==> src/rtl/conv_pkg.sv <==
package conv_pkg;

	// signed Q8.8 words for pixels, weights and results
	localparam int DATA_W = 16;
	localparam int FRAC_W = 8;
	// 25 products of 32 bits need no more than 37 bits
	localparam int ACC_W = 40;

	// output tile and lane array
	localparam int PARA_X = 3;
	localparam int PARA_Y = 3;
	localparam int LANES = PARA_X * PARA_Y;

	// kernel and patch limits
	localparam int KSIZE_MAX = 5;
	localparam int KSIZE_W = 3;
	localparam int PATCH_MAX = PARA_Y + KSIZE_MAX - 1;
	localparam int WGT_DEPTH = KSIZE_MAX * KSIZE_MAX;

	// counter widths: kernel steps, patch words, patch row/column index
	localparam int STEP_W = 5;
	localparam int PIX_W = 6;
	localparam int IDX_W = 3;

	// kernel edge, any value other than 5 runs as 3
	function automatic logic [IDX_W-1:0] k_edge(input logic [KSIZE_W-1:0] ksize);
		return (ksize == KSIZE_W'(5)) ? IDX_W'(5) : IDX_W'(3);
	endfunction

	// number of kernel positions, one compute step each
	function automatic logic [STEP_W-1:0] k_steps(input logic [KSIZE_W-1:0] ksize);
		return (ksize == KSIZE_W'(5)) ? STEP_W'(25) : STEP_W'(9);
	endfunction

endpackage

==> src/rtl/weight_buffer.sv <==
`timescale 1ns/10ps

module weight_buffer
	import conv_pkg::*;
(
	input  logic               clk,
	input  logic               rst,
	input  logic [KSIZE_W-1:0] ksize,
	input  logic               wgt_valid,
	input  logic [DATA_W-1:0]  wgt_data,
	input  logic               step_adv,
	input  logic               buf_release,
	output logic               wgt_ready,
	output logic               wgt_full,
	output logic [DATA_W-1:0]  cur_weight
);

	logic [STEP_W-1:0] k_sq;
	logic [STEP_W-1:0] wr_cnt;
	logic [STEP_W-1:0] rd_ptr;
	logic              load;

	// kernel weights, row-major
	logic [DATA_W-1:0] store [WGT_DEPTH];

	assign k_sq = k_steps(ksize);
	assign wgt_full = (wr_cnt == k_sq);
	assign wgt_ready = !wgt_full;
	assign load = wgt_valid && wgt_ready;

	// broadcast to all lanes during compute
	assign cur_weight = store[rd_ptr];

	always_ff @(posedge clk or negedge rst)
	begin
		if (!rst)
		begin
			wr_cnt <= '0;
			rd_ptr <= '0;
		end
		else if (buf_release)
		begin
			wr_cnt <= '0;
			rd_ptr <= '0;
		end
		else if (load)
			wr_cnt <= wr_cnt + 1'b1;
		else if (step_adv)
			rd_ptr <= rd_ptr + 1'b1;
	end

	always_ff @(posedge clk)
	begin
		if (load)
			store[wr_cnt] <= wgt_data;
	end

endmodule

==> config.mk <==
export PLATFORM = sky130hd
export DESIGN_NAME = weight_buffer
export DESIGN_NICKNAME = d
export VERILOG_FILES = /design/src/rtl/conv_pkg.sv /design/src/rtl/weight_buffer.sv
export SDC_FILE = /design/constraint.sdc
export NUM_CORES = 1
export LEC_CHECK = 0
export BUFFER_PORTS_ARGS = -buffer_cell sky130_fd_sc_hd__buf_4
export CORE_UTILIZATION = 60
export CTS_CLUSTER_DIAMETER = 150
export DETAILED_ROUTE_END_ITERATION = 8
export GPL_ROUTABILITY_DRIVEN = 0
export PLACE_DENSITY = 0.77
export SYNTH_ARGS = -nofsm -noshare
export SYNTH_HDL_FRONTEND = slang
export SYNTH_SLANG_ARGS = --single-unit
==> constraint.sdc <==
create_clock -name clk -period 5.9 [get_ports clk]
set_input_delay 0.295 -clock clk [delete_from_list [all_inputs] [get_ports clk]]
set_output_delay 0.295 -clock clk [all_outputs]
set_load 0.05 [all_outputs]
==> tab_implementation.tex <==
\begin{tabular}{lr}
\hline
Metric & Value \\
\hline
\multicolumn{2}{l}{\textbf{Outcome}} \\
\quad Run status & finished with violations \\
\quad Failing checks & design-rule violations \\
\multicolumn{2}{l}{\textbf{CTS}} \\
\quad Buffer type at the clock tree root & clkbuf\_16 \\
\quad Worst-path clk slew & roughly 0.060 ns \\
\quad Latest clock arrival within the worst-skew pair & $\sim$0.52 ns \\
\quad Buffers inserted during post-CTS setup optimization & 0 \\
\quad Post-cts repair resize count & 0 \\
\quad Clock sink count & roughly 400 \\
\quad Number of H-tree levels & 2 \\
\quad CTS buffer count & 40 \\
\quad Maximum buffer depth of the clock tree & 3 \\
\quad CTS tree & yes \\
\multicolumn{2}{l}{\textbf{Floorplanning}} \\
\quad Placeable core area & 0.02621 mm² \\
\quad Width of the chip & around 170 µm \\
\quad Starting density of the core & about three fifths \\
\quad Die area & $\sim$0.027 mm² \\
\quad Floorplan die height & around 170 µm \\
\quad Rows & 59 \\
\quad I/O pin count & 42 \\
\multicolumn{2}{l}{\textbf{STA}} \\
\quad Peak clock frequency supported by timing & 260.2 MHz \\
\quad Final TNS setup & 0 ns \\
\quad Transition at the pin with the smallest max-transition slack & roughly 1.3 ns \\
\quad Number of max-slew violations in the final report & 0 \\
\quad Crit path time final & a little under 4 ns \\
\quad Slew Limit Headroom & roughly an eighth \\
\quad Post-Route Skew & around 0.011 ns \\
\quad Ratio of final minimum period to clock period & between 60 and 70\% \\
\quad Worst Hold Slack & about 0.073 ns \\
\quad Final hold violation count & 0 \\
\quad Unrepaired setup endpoints after global routing & no \\
\quad Setup Viol. Count Final & 0 \\
\multicolumn{2}{l}{\textbf{Detailed routing}} \\
\quad DR vias/cell & between 6 and 7 \\
\quad Drt total wl & 37.38 mm \\
\quad Total iterations of the first detailed-routing run & 7 \\
\quad Antenna-violating nets left & 0 \\
\quad Total number of vias & roughly 8600 \\
\quad DRC violation total after the first TritonRoute iteration & 1064 \\
\quad Number of remaining DRC errors & 4 \\
\quad Post-detailed-route wirelength per cell & a little under 30 µm \\
\multicolumn{2}{l}{\textbf{Logic synthesis}} \\
\quad Distinct cell type count after synthesis & 52 \\
\quad Largest family of logic cells by synthesized area & multiplexers \\
\quad Number of synthesized flops with an enable pin & 400 \\
\quad Count of state elements after synthesis & between 400 and 500 \\
\quad Xor and xnor fraction of the mapped netlist area & less than 1\% \\
\quad Fraction of the mapped netlist area in compound gates & approximately 4.6\% \\
\quad Sequential share of the synthesized area & 76.14\% \\
\quad Synth Warn \# & 0 \\
\quad Mux share of post-synthesis cell area & between 10\% and 20\% \\
\quad Share of synthesized registers carrying an async set or reset & under 10\% \\
\quad Post-Synthesis Cell Area & 0.01610 mm² \\
\quad Main flop type after synthesis & edfxtp\_1 \\
\quad Fraction of the mapped netlist area in simple logic gates & $\sim$3.4\% \\
\quad Net count of the mapped netlist & about 860 \\
\quad Area share of fa/ha/maj cells after synthesis & less than 1\% \\
\quad Post-synthesis area per instance & approximately 20 µm² \\
\quad Number of instances in the synthesized netlist & 828 \\
\multicolumn{2}{l}{\textbf{Setup path}} \\
\quad CP max stage cell & dfrtp\_4 \\
\quad Worst Path Arrival & 3.55 ns \\
\quad Critical Path RT & $\sim$5.6 ns \\
\quad Crit-path max cell delay & between 1 and 1.5 ns \\
\quad WS Path Type & reg -> out \\
\quad CP max FO & 59 \\
\quad Setup crit start kind & flip-flop \\
\quad Type of destination of the critical path & primary output \\
\quad CP Cell Sequence & buf\_4, mux2i\_1, a221oi\_1, a221oi\_1, a211oi\_1, buf\_4 \\
\multicolumn{2}{l}{\textbf{Layout}} \\
\quad \# fillers & between 1500 and 2000 \\
\quad Number of nets at the end of the flow & a little over 900 \\
\quad Top library cells by usage in the layout, fill and taps aside & edfxtp\_1 (400), mux2i\_1 (76), buf\_4 (72), mux4\_2 (59), clkbuf\_16 (41) \\
\quad Relative area change from synthesis to final layout & 12.47\% \\
\quad Count of non-filler cells in the finished layout & $\sim$1300 \\
\quad Most common cell after layout, fill and taps aside & edfxtp\_1 \\
\quad Fin area & $\sim$0.018 mm² \\
\quad Antenna diodes & 0 \\
\quad Share of post-route cells with drive strength above 1 & about 22\% \\
\multicolumn{2}{l}{\textbf{GRT}} \\
\quad Number of antenna violations at the first check in global routing & 0 \\
\quad Number of global-route vias before repair & 8855 \\
\quad Overall track demand over capacity in global routing & around 28\% \\
\quad Wire length of the first global-routing pass & about 56 mm \\
\quad Maximum number of pins on one net before global-route repair & 60 \\
\quad Grt ovf & 0 \\
\multicolumn{2}{l}{\textbf{Place}} \\
\quad Buffers added on ports & 41 \\
\quad Placed instance area & 0.01684 mm² \\
\quad Placed Cells incl. Taps & 1189 \\
\quad HPWL after detailed placement & 21.58 mm \\
\multicolumn{2}{l}{\textbf{Power}} \\
\quad Worst supply voltage drop on vdd & approximately 0.23 mV \\
\quad Static leakage & 0.005671 µW \\
\quad Final total power & roughly 6000 µW \\
\quad Areal power density over the cells & roughly 330 mW/mm² \\
\multicolumn{2}{l}{\textbf{Flow run}} \\
\quad Maximum capacitance violations & 0 \\
\multicolumn{2}{l}{\textbf{Worst hold path}} \\
\quad Class of the tightest hold or removal check & in -> reg \\
\hline
\end{tabular}
==> metal layers <==
layer  share of wire [%]  vias to the layer above  wire length (µm)  GRT usage [%]
li1                    -                     3532                 -              -
met1                  38                     4419             14120          38.78
met2                  48                      571             17880          43.88
met3                  11                       77              4093          6.721
met4                 3.4                        0              1285          10.24
met5                   0                        -                 0              0
==> cells in the mapped netlist, drive strengths merged, types with 7 or more instances <==
master / n / share of area, %
nor2: 31 / 0.72
a22oi: 32 / 1.5
buf: 29 / 1.2
mux2i: 77 / 4.9
o211ai: 9 / 0.42
o21ai: 12 / 0.37
nand3: 17 / 0.53
mux4: 59 / 8.3
nor2b: 7 / 0.27
dfrtp: 10 / 1.6
a21oi: 10 / 0.31
a221oi: 8 / 0.44
o22ai: 10 / 0.39
nand2: 27 / 0.63
clkbuf: 17 / 0.40
edfxtp: 400 / 75
==> cell families after synthesis <==
group / count (synthesis)
AO/OA/AOI/OAI: 103
XOR/XNOR: 2
adder cells (fa/ha/maj): 5
buffers and inverters: 54
flip-flops: 410
multiplexers: 142
AND/OR/NAND/NOR: 112
==> worst max-delay path: cells and delay by family (launching register included) <==
kind            cells  cell delay (ns)
buf+inv             2             0.86
compound gates      3             0.91
flops               1             1.05
mux                 1             0.17
==> power by group <==
group	switching (µW)	internal (µW)
Sequential	24.4	3210
Combinational	196	110
Clock	1010	1450
Total	1230	4770
==> per-stage QoR <==
step | setup slack [ns] | util, %
2_1_floorplan | 2.541 | -
3_3_place_gp | 2.665 | 64.28
3_5_place_dp | 2.628 | 64.28
4_1_cts | 2.075 | 69.11
5_1_grt | 1.912 | 69.11
6_report | 2.057 | 69.11
==> final timing paths <==
check	startpoint	slack, ns	endpoint	cells after the start
worst min register to register	wr_cnt[0]$_DFFE_PN0P_	0.64	wr_cnt[0]$_DFFE_PN0P_	2
worst min-delay path	buf_release	0.07	wr_cnt[2]$_DFFE_PN0P_	2
max in group asynchronous	rst	5.59	rd_ptr[2]$_DFFE_PN0P_	2
min in group asynchronous	rst	0.14	rd_ptr[3]$_DFFE_PN0P_	2
worst max-delay path	rd_ptr[2]$_DFFE_PN0P_	2.06	cur_weight[14]	6
worst max register to register	wr_cnt[1]$_DFFE_PN0P_	2.74	store[16][0]$_DFFE_PP_	7
==> area by class of cell <==
type                       count  area (µm²)  share of cell area, %
multi-input combinational    364        3582                  19.78
sequential                   410       12270                  67.75
clock inverter                19       197.7                  1.091
timing repair buffer          73       550.5                  3.040
tap                          335       419.2                  2.314
clock buffer                  50        1060                  5.851
inverter                       8       32.53                 0.1796
==> timing repair <==
item | 4_1_cts | 5_1_grt
hold endpoints to repair | 10 | 0
hold buffers | 1 | 0
endpoints found under the setup margin | 0 | 0
==> flip-flops by register name, indices dropped and copies added, names as in the netlist <==
| name | cells |
|---|---|
| store | 400 |
| rd_ptr | 5 |
| wr_cnt | 5 |
No activity file was read; power rests on OpenSTA's default activity.
