<file path="src/rtl/conv_pkg.sv">
package conv_pkg;

	// signed Q8.8 words for pixels, weights and results
	localparam int DATA_W = 16;
	localparam int FRAC_W = 8;
	// 25 products of 32 bits need no more than 37 bits
	localparam int ACC_W = 40;

	// output tile and lane array
	localparam int PARA_X = 3;
	localparam int PARA_Y = 3;
	localparam int LANES = PARA_X * PARA_Y;

	// kernel and patch limits
	localparam int KSIZE_MAX = 5;
	localparam int KSIZE_W = 3;
	localparam int PATCH_MAX = PARA_Y + KSIZE_MAX - 1;
	localparam int WGT_DEPTH = KSIZE_MAX * KSIZE_MAX;

	// counter widths: kernel steps, patch words, patch row/column index
	localparam int STEP_W = 5;
	localparam int PIX_W = 6;
	localparam int IDX_W = 3;

	// kernel edge, any value other than 5 runs as 3
	function automatic logic [IDX_W-1:0] k_edge(input logic [KSIZE_W-1:0] ksize);
		return (ksize == KSIZE_W'(5)) ? IDX_W'(5) : IDX_W'(3);
	endfunction

	// number of kernel positions, one compute step each
	function automatic logic [STEP_W-1:0] k_steps(input logic [KSIZE_W-1:0] ksize);
		return (ksize == KSIZE_W'(5)) ? STEP_W'(25) : STEP_W'(9);
	endfunction

endpackage

</file>
<file path="src/rtl/patch_shifter.sv">
`timescale 1ns/10ps

module patch_shifter
	import conv_pkg::*;
(
	input  logic                    clk,
	input  logic                    rst,
	input  logic [KSIZE_W-1:0]      ksize,
	input  logic                    pix_valid,
	input  logic [DATA_W-1:0]       pix_data,
	input  logic                    step_adv,
	input  logic                    buf_release,
	output logic                    pix_ready,
	output logic                    patch_full,
	output logic [LANES*DATA_W-1:0] taps
);

	logic [IDX_W-1:0] k;
	logic [IDX_W-1:0] row_edge;
	logic [IDX_W-1:0] col_edge;
	logic [PIX_W-1:0] patch_words;
	logic [PIX_W-1:0] pix_cnt;
	logic [IDX_W-1:0] ld_row;
	logic [IDX_W-1:0] ld_col;
	logic [IDX_W-1:0] col_step;
	logic             load;
	logic             row_wrap;

	// copy rows keep the patch unrotated, working rows feed the lanes
	logic [PATCH_MAX*DATA_W-1:0] copy_row [PATCH_MAX];
	logic [PATCH_MAX*DATA_W-1:0] work_row [PARA_X];

	assign k = k_edge(ksize);
	assign row_edge = IDX_W'(PARA_X - 1) + k;
	assign col_edge = IDX_W'(PARA_Y - 1) + k;
	assign patch_words = PIX_W'(row_edge) * PIX_W'(col_edge);

	assign patch_full = (pix_cnt == patch_words);
	assign pix_ready = !patch_full;
	assign load = pix_valid && pix_ready;

	// last column offset of the current kernel row
	assign row_wrap = (col_step == k - 1'b1);

	always_ff @(posedge clk or negedge rst)
	begin
		if (!rst)
		begin
			pix_cnt <= '0;
			ld_row <= '0;
			ld_col <= '0;
			col_step <= '0;
		end
		else if (buf_release)
		begin
			pix_cnt <= '0;
			ld_row <= '0;
			ld_col <= '0;
			col_step <= '0;
		end
		else if (load)
		begin
			pix_cnt <= pix_cnt + 1'b1;
			if (ld_col == col_edge - 1'b1)
			begin
				ld_col <= '0;
				ld_row <= ld_row + 1'b1;
			end
			else
				ld_col <= ld_col + 1'b1;
		end
		else if (step_adv)
			col_step <= row_wrap ? '0 : col_step + 1'b1;
	end

	always_ff @(posedge clk)
	begin
		if (load)
		begin
			for (int r = 0; r < PATCH_MAX; r++)
			begin
				if (ld_row == IDX_W'(r))
					copy_row[r][ld_col*DATA_W +: DATA_W] <= pix_data;
			end
			// the first PARA_X patch rows are also the starting window
			for (int x = 0; x < PARA_X; x++)
			begin
				if (ld_row == IDX_W'(x))
					work_row[x][ld_col*DATA_W +: DATA_W] <= pix_data;
			end
		end
		else if (step_adv)
		begin
			if (row_wrap)
			begin
				// window moves down one patch row
				for (int r = 0; r < PATCH_MAX - 1; r++)
					copy_row[r] <= copy_row[r + 1];
				for (int x = 0; x < PARA_X; x++)
					work_row[x] <= copy_row[x + 1];
			end
			else
			begin
				// word y takes word y+1, so each lane sees the next column
				for (int x = 0; x < PARA_X; x++)
					work_row[x] <= {work_row[x][DATA_W-1:0],
						work_row[x][PATCH_MAX*DATA_W-1:DATA_W]};
			end
		end
	end

	// lane x,y reads working row x, word y
	always_comb
	begin
		for (int x = 0; x < PARA_X; x++)
		begin
			for (int y = 0; y < PARA_Y; y++)
				taps[(x*PARA_Y+y)*DATA_W +: DATA_W] = work_row[x][y*DATA_W +: DATA_W];
		end
	end

endmodule

</file>
<file path="config.mk">
export PLATFORM = sky130hd
export DESIGN_NAME = patch_shifter
export DESIGN_NICKNAME = d
export VERILOG_FILES = /design/src/rtl/conv_pkg.sv /design/src/rtl/patch_shifter.sv
export SDC_FILE = /design/constraint.sdc
export NUM_CORES = 2
export LEC_CHECK = 0
export CELL_PAD_IN_SITES_DETAIL_PLACEMENT = 1
export CELL_PAD_IN_SITES_GLOBAL_PLACEMENT = 1
export CORE_MARGIN = 3
export CORE_UTILIZATION = 38
export CTS_CLUSTER_SIZE = 14
export DETAILED_ROUTE_END_ITERATION = 10
export DONT_BUFFER_PORTS = 1
export PLACE_DENSITY_LB_ADDON = 0.15
export SLEW_MARGIN = 20
export SYNTH_ARGS = -nofsm -noshare
export SYNTH_HDL_FRONTEND = slang
export SYNTH_SLANG_ARGS = --single-unit
export TNS_END_PERCENT = 10
</file>
<file path="constraint.sdc">
create_clock -name clk -period 3.35 [get_ports clk]
set_input_delay 0.335 -clock clk [delete_from_list [all_inputs] [get_ports clk]]
set_output_delay 0.335 -clock clk [all_outputs]
set_load 0.01 [all_outputs]
</file>
==> summary.txt <==
Placed design
  • DP HPWL: 112 mm
  • # port buffers: 0
  • Final GP Congestion: 0.869
  • Post-Place Setup Slack: -0.123 ns

Drt
  • First DRT Iteration DRCs: 3371
  • # DRC: 0
  • Final WL: 174 mm
  • Antenna Nets Post-Route: 0
  • Wire length per cell: 32.4 um
  • DR vias/cell: 5.73
  • Vias: 30818
  • First-pass DRT Iterations: 5

CTS
  • Clk slew on worst S/H paths: 0.06 ns
  • CTS root buffer: clkbuf_16
  • Clock sink total: 1023
  • Maximum clock insertion buffer count: 3
  • H-tree levels: 3
  • Num CTS Buffers: 112
  • CTS tree: built
  • Clock Latency Late Sink: 0.72 ns

Floorplan
  • Chip Width: 362 um
  • Row Count: 129
  • Ports: 170
  • Die area: 131000 um^2
  • Die Span Y: 362 um
  • Core area: 125000 um^2
  • Initial Util: 0.386

Logic synthesis
  • Post-synth EDFFs: 1008
  • XOR/XNOR Fraction of Synth Area: 0.000729
  • Post-synthesis mux area share: 0.122
  • Synth Instances: 3700
  • Register area share after synthesis: 0.638
  • Register bit count reported by yosys: 1023
  • Adder-Cell Fraction of Synth Area: 0.00391
  • Largest family of logic cells by synthesized area: multiplexers
  • Complex-gate fraction of the synthesized area: 0.0774
  • Synth unique cells: 57
  • YS warnings: 0
  • Syn Nets: 3739
  • Post-synthesis async set-or-reset flop share: 0.0147
  • Post-synthesis simple-gate area fraction: 0.100
  • Top FF cell, synth: edfxtp_1
  • Syn_area_per_cell: 13.0 um^2
  • Synth Cell Area: 48100 um^2

Timing
  • Final Setup Violations: 0
  • Hold Vio Cnt, Final: 0
  • Fmax: 0.307 GHz
  • Worst Tran Pin Value: 1.22 ns
  • Crit share post-route: 0.972
  • Post-route minimum period: 3.26 ns
  • Setup WS post-layout: 0.0941 ns
  • Slew headroom: 0.181
  • Clock skew: 0.0199 ns
  • Unrepaired setup endpoints after global routing: false
  • Pins Over Slew Limit: 0

Pwr
  • Pwr dens: 550 nW/um^2
  • Peak VDD IR: 0.559 mV
  • Pleak: 20.6 nW

Min path
  • Hold Crit Start: pix_data[11]
  • Worst hold path type: input port to flop
  • Hold EP: copy_row[0][779]
  • WHS Path Cells: 2

Worst setup path
  • Critical-path top delay cell: nor2_1
  • CP most frequent cell: buf_12
  • Worst path arrival time: 3.70 ns
  • FF-to-FF path depth: 10
  • Startpoint Class: flop
  • Setup CP Type: flop to flop
  • Worst path cell trace: inv_1 -> ha_1 -> nand2_1 -> nor2_1 -> a21boi_4 -> a22oi_4 -> buf_12 -> buf_12 -> buf_12 -> mux2_1
  • Worst R2R End: copy_row[0][530]
  • Critical Path RT: 3.80 ns
  • CP Capture Type: flop
  • Crit path max fanout: 29
  • Reg2reg setup slack: 0.09 ns
  • Buf/Inv on CP: 4
  • CP top delay family: buffers and inverters
  • Slowest stage delay, CP: 0.66 ns
  • Reg2Reg Launch Point: pix_cnt[1]

GRT
  • GRT overflow: 0
  • First-pass GRT wire length: 243 mm
  • Largest net degree at the start of global routing: 102
  • Number of global-route vias before repair: 30791
  • Total Routing Usage GR: 0.262
  • Initial antenna violation count: 24

Finish
  • Core Util, Final: 0.436
  • Most common cell after layout, fill and taps aside: edfxtp_1
  • FILL cells: 12756
  • Most frequent cells in the layout: edfxtp_1, nand2_1, a31oi_1, mux2_4, nor2_1
  • Nets: 3651
  • Share of layout cells above drive strength 1: 0.193
  • Area delta synth->final: 13.1%

Job
  • Maxcap violations: 0

Status
  • Status: completed
-- metal layers --
metal / wire length [um] / part of all wire / global-route usage / vias to the layer above
met3: 14800 / 0.085 / 0.0702 / 315
met4: 9360 / 0.054 / 0.134 / 12
met5: 89 / 0.00051 / 0 / -
met2: 80100 / 0.46 / 0.411 / 1199
li1: - / - / - / 13223
met1: 69900 / 0.40 / 0.335 / 16069
-- state kept, by name, summed over array words and instances, names as in the netlist --
| name | cells |
|---|---|
| work_row | 336 |
| ld_row | 3 |
| col_step | 3 |
| pix_cnt | 6 |
| copy_row | 672 |
| ld_col | 3 |
-- through the flow --
step / power [mW] / setup TNS [ns] / std cells / hold slack [ns] / area [um^2]
after CTS: 30.1 / -1.66 / 5337 / 0.00582 / 54200
after floorplan: 15.9 / -53.49 / 3700 / 0.0394 / 48100
after global routing: 30.7 / 0 / 5355 / 0.0616 / 54300
after detailed placement: 16.8 / -4.09 / 5108 / 0.0408 / 50000
after global placement: 16.7 / -0.877 / 5108 / 0.0410 / 50000
final: 29.9 / 0 / 5377 / 0.0633 / 54300
-- power breakdown --
group          leakage [nW]  switching, mW  internal [mW]
logic                  9.03           1.29          0.630
registers              9.71          0.386           14.4
clock network          1.85           5.39           7.80
-- worst max-delay path by stage --
| stage | start | to | slack, ns | cells after the start |
|---|---|---|---|---|
| floorplan | ld_col[0] | copy_row[0][352] | -0.32 | 10 |
| global placement | ld_col[1] | copy_row[0][530] | -0.06 | 9 |
| detailed placement | ld_col[1] | copy_row[0][537] | -0.12 | 9 |
| CTS | ld_col[1] | copy_row[0][353] | -0.07 | 9 |
| global route | ld_col[1] | copy_row[0][530] | 0.02 | 11 |
| finish | pix_cnt[1] | copy_row[0][530] | 0.09 | 10 |
-- synth_stat cells, drive strengths merged (17+ instances only) --
cell,number,area [um^2]
and2,92,576
a22o,34,298
edfxtp,1008,30300
nor2b,33,206
clkbuf,173,651
mux2,361,5190
buf,230,1750
nand2,798,3000
o2bb2ai,80,701
inv,104,390
nand3,17,85.1
a31oi,337,2110
mux2i,66,661
a21oi,29,145
o21ai,57,285
nor2,195,737
-- cells by family after synthesis --
| family | Yosys count |
|---|---|
| compound gates | 557 |
| simple gates | 1167 |
| flops | 1023 |
| mux | 427 |
| xor+xnor | 4 |
| fa+ha+maj | 15 |
| buf+inv | 507 |
-- layout make-up --
cell class	count	area (um^2)	area share
clock buffer	129	2930	0.0539
multi-input combinational	2170	14800	0.272
sequential	1023	30600	0.564
clock inverter	76	938	0.0173
tap	1637	2050	0.0377
timing repair buffer	201	2530	0.0465
inverter	104	390	0.00718
antenna	37	92.6	0.00170
-- worst register-to-register path: stages, from the launching register on --
cell and delay, ns:
dfrtp_1 0.41, inv_1 0.07, ha_1 0.15, nand2_1 0.06, nor2_1 0.66, a21boi_4 0.16
a22oi_4 0.43, buf_12 0.23, buf_12 0.27, buf_12 0.21, mux2_1 0.33
-- timing repair --
| item | in CTS | in global routing |
|---|---|---|
| hold endpoints to repair | 247 | 0 |
| setup buffers | 3 | 3 |
| setup endpoints to repair | 63 | 124 |
| resized for setup | 0 | 3 |
| hold buffers | 21 | 0 |
| pin swaps | 1 | 2 |
Note: power is estimated with default switching activity, not from simulation.
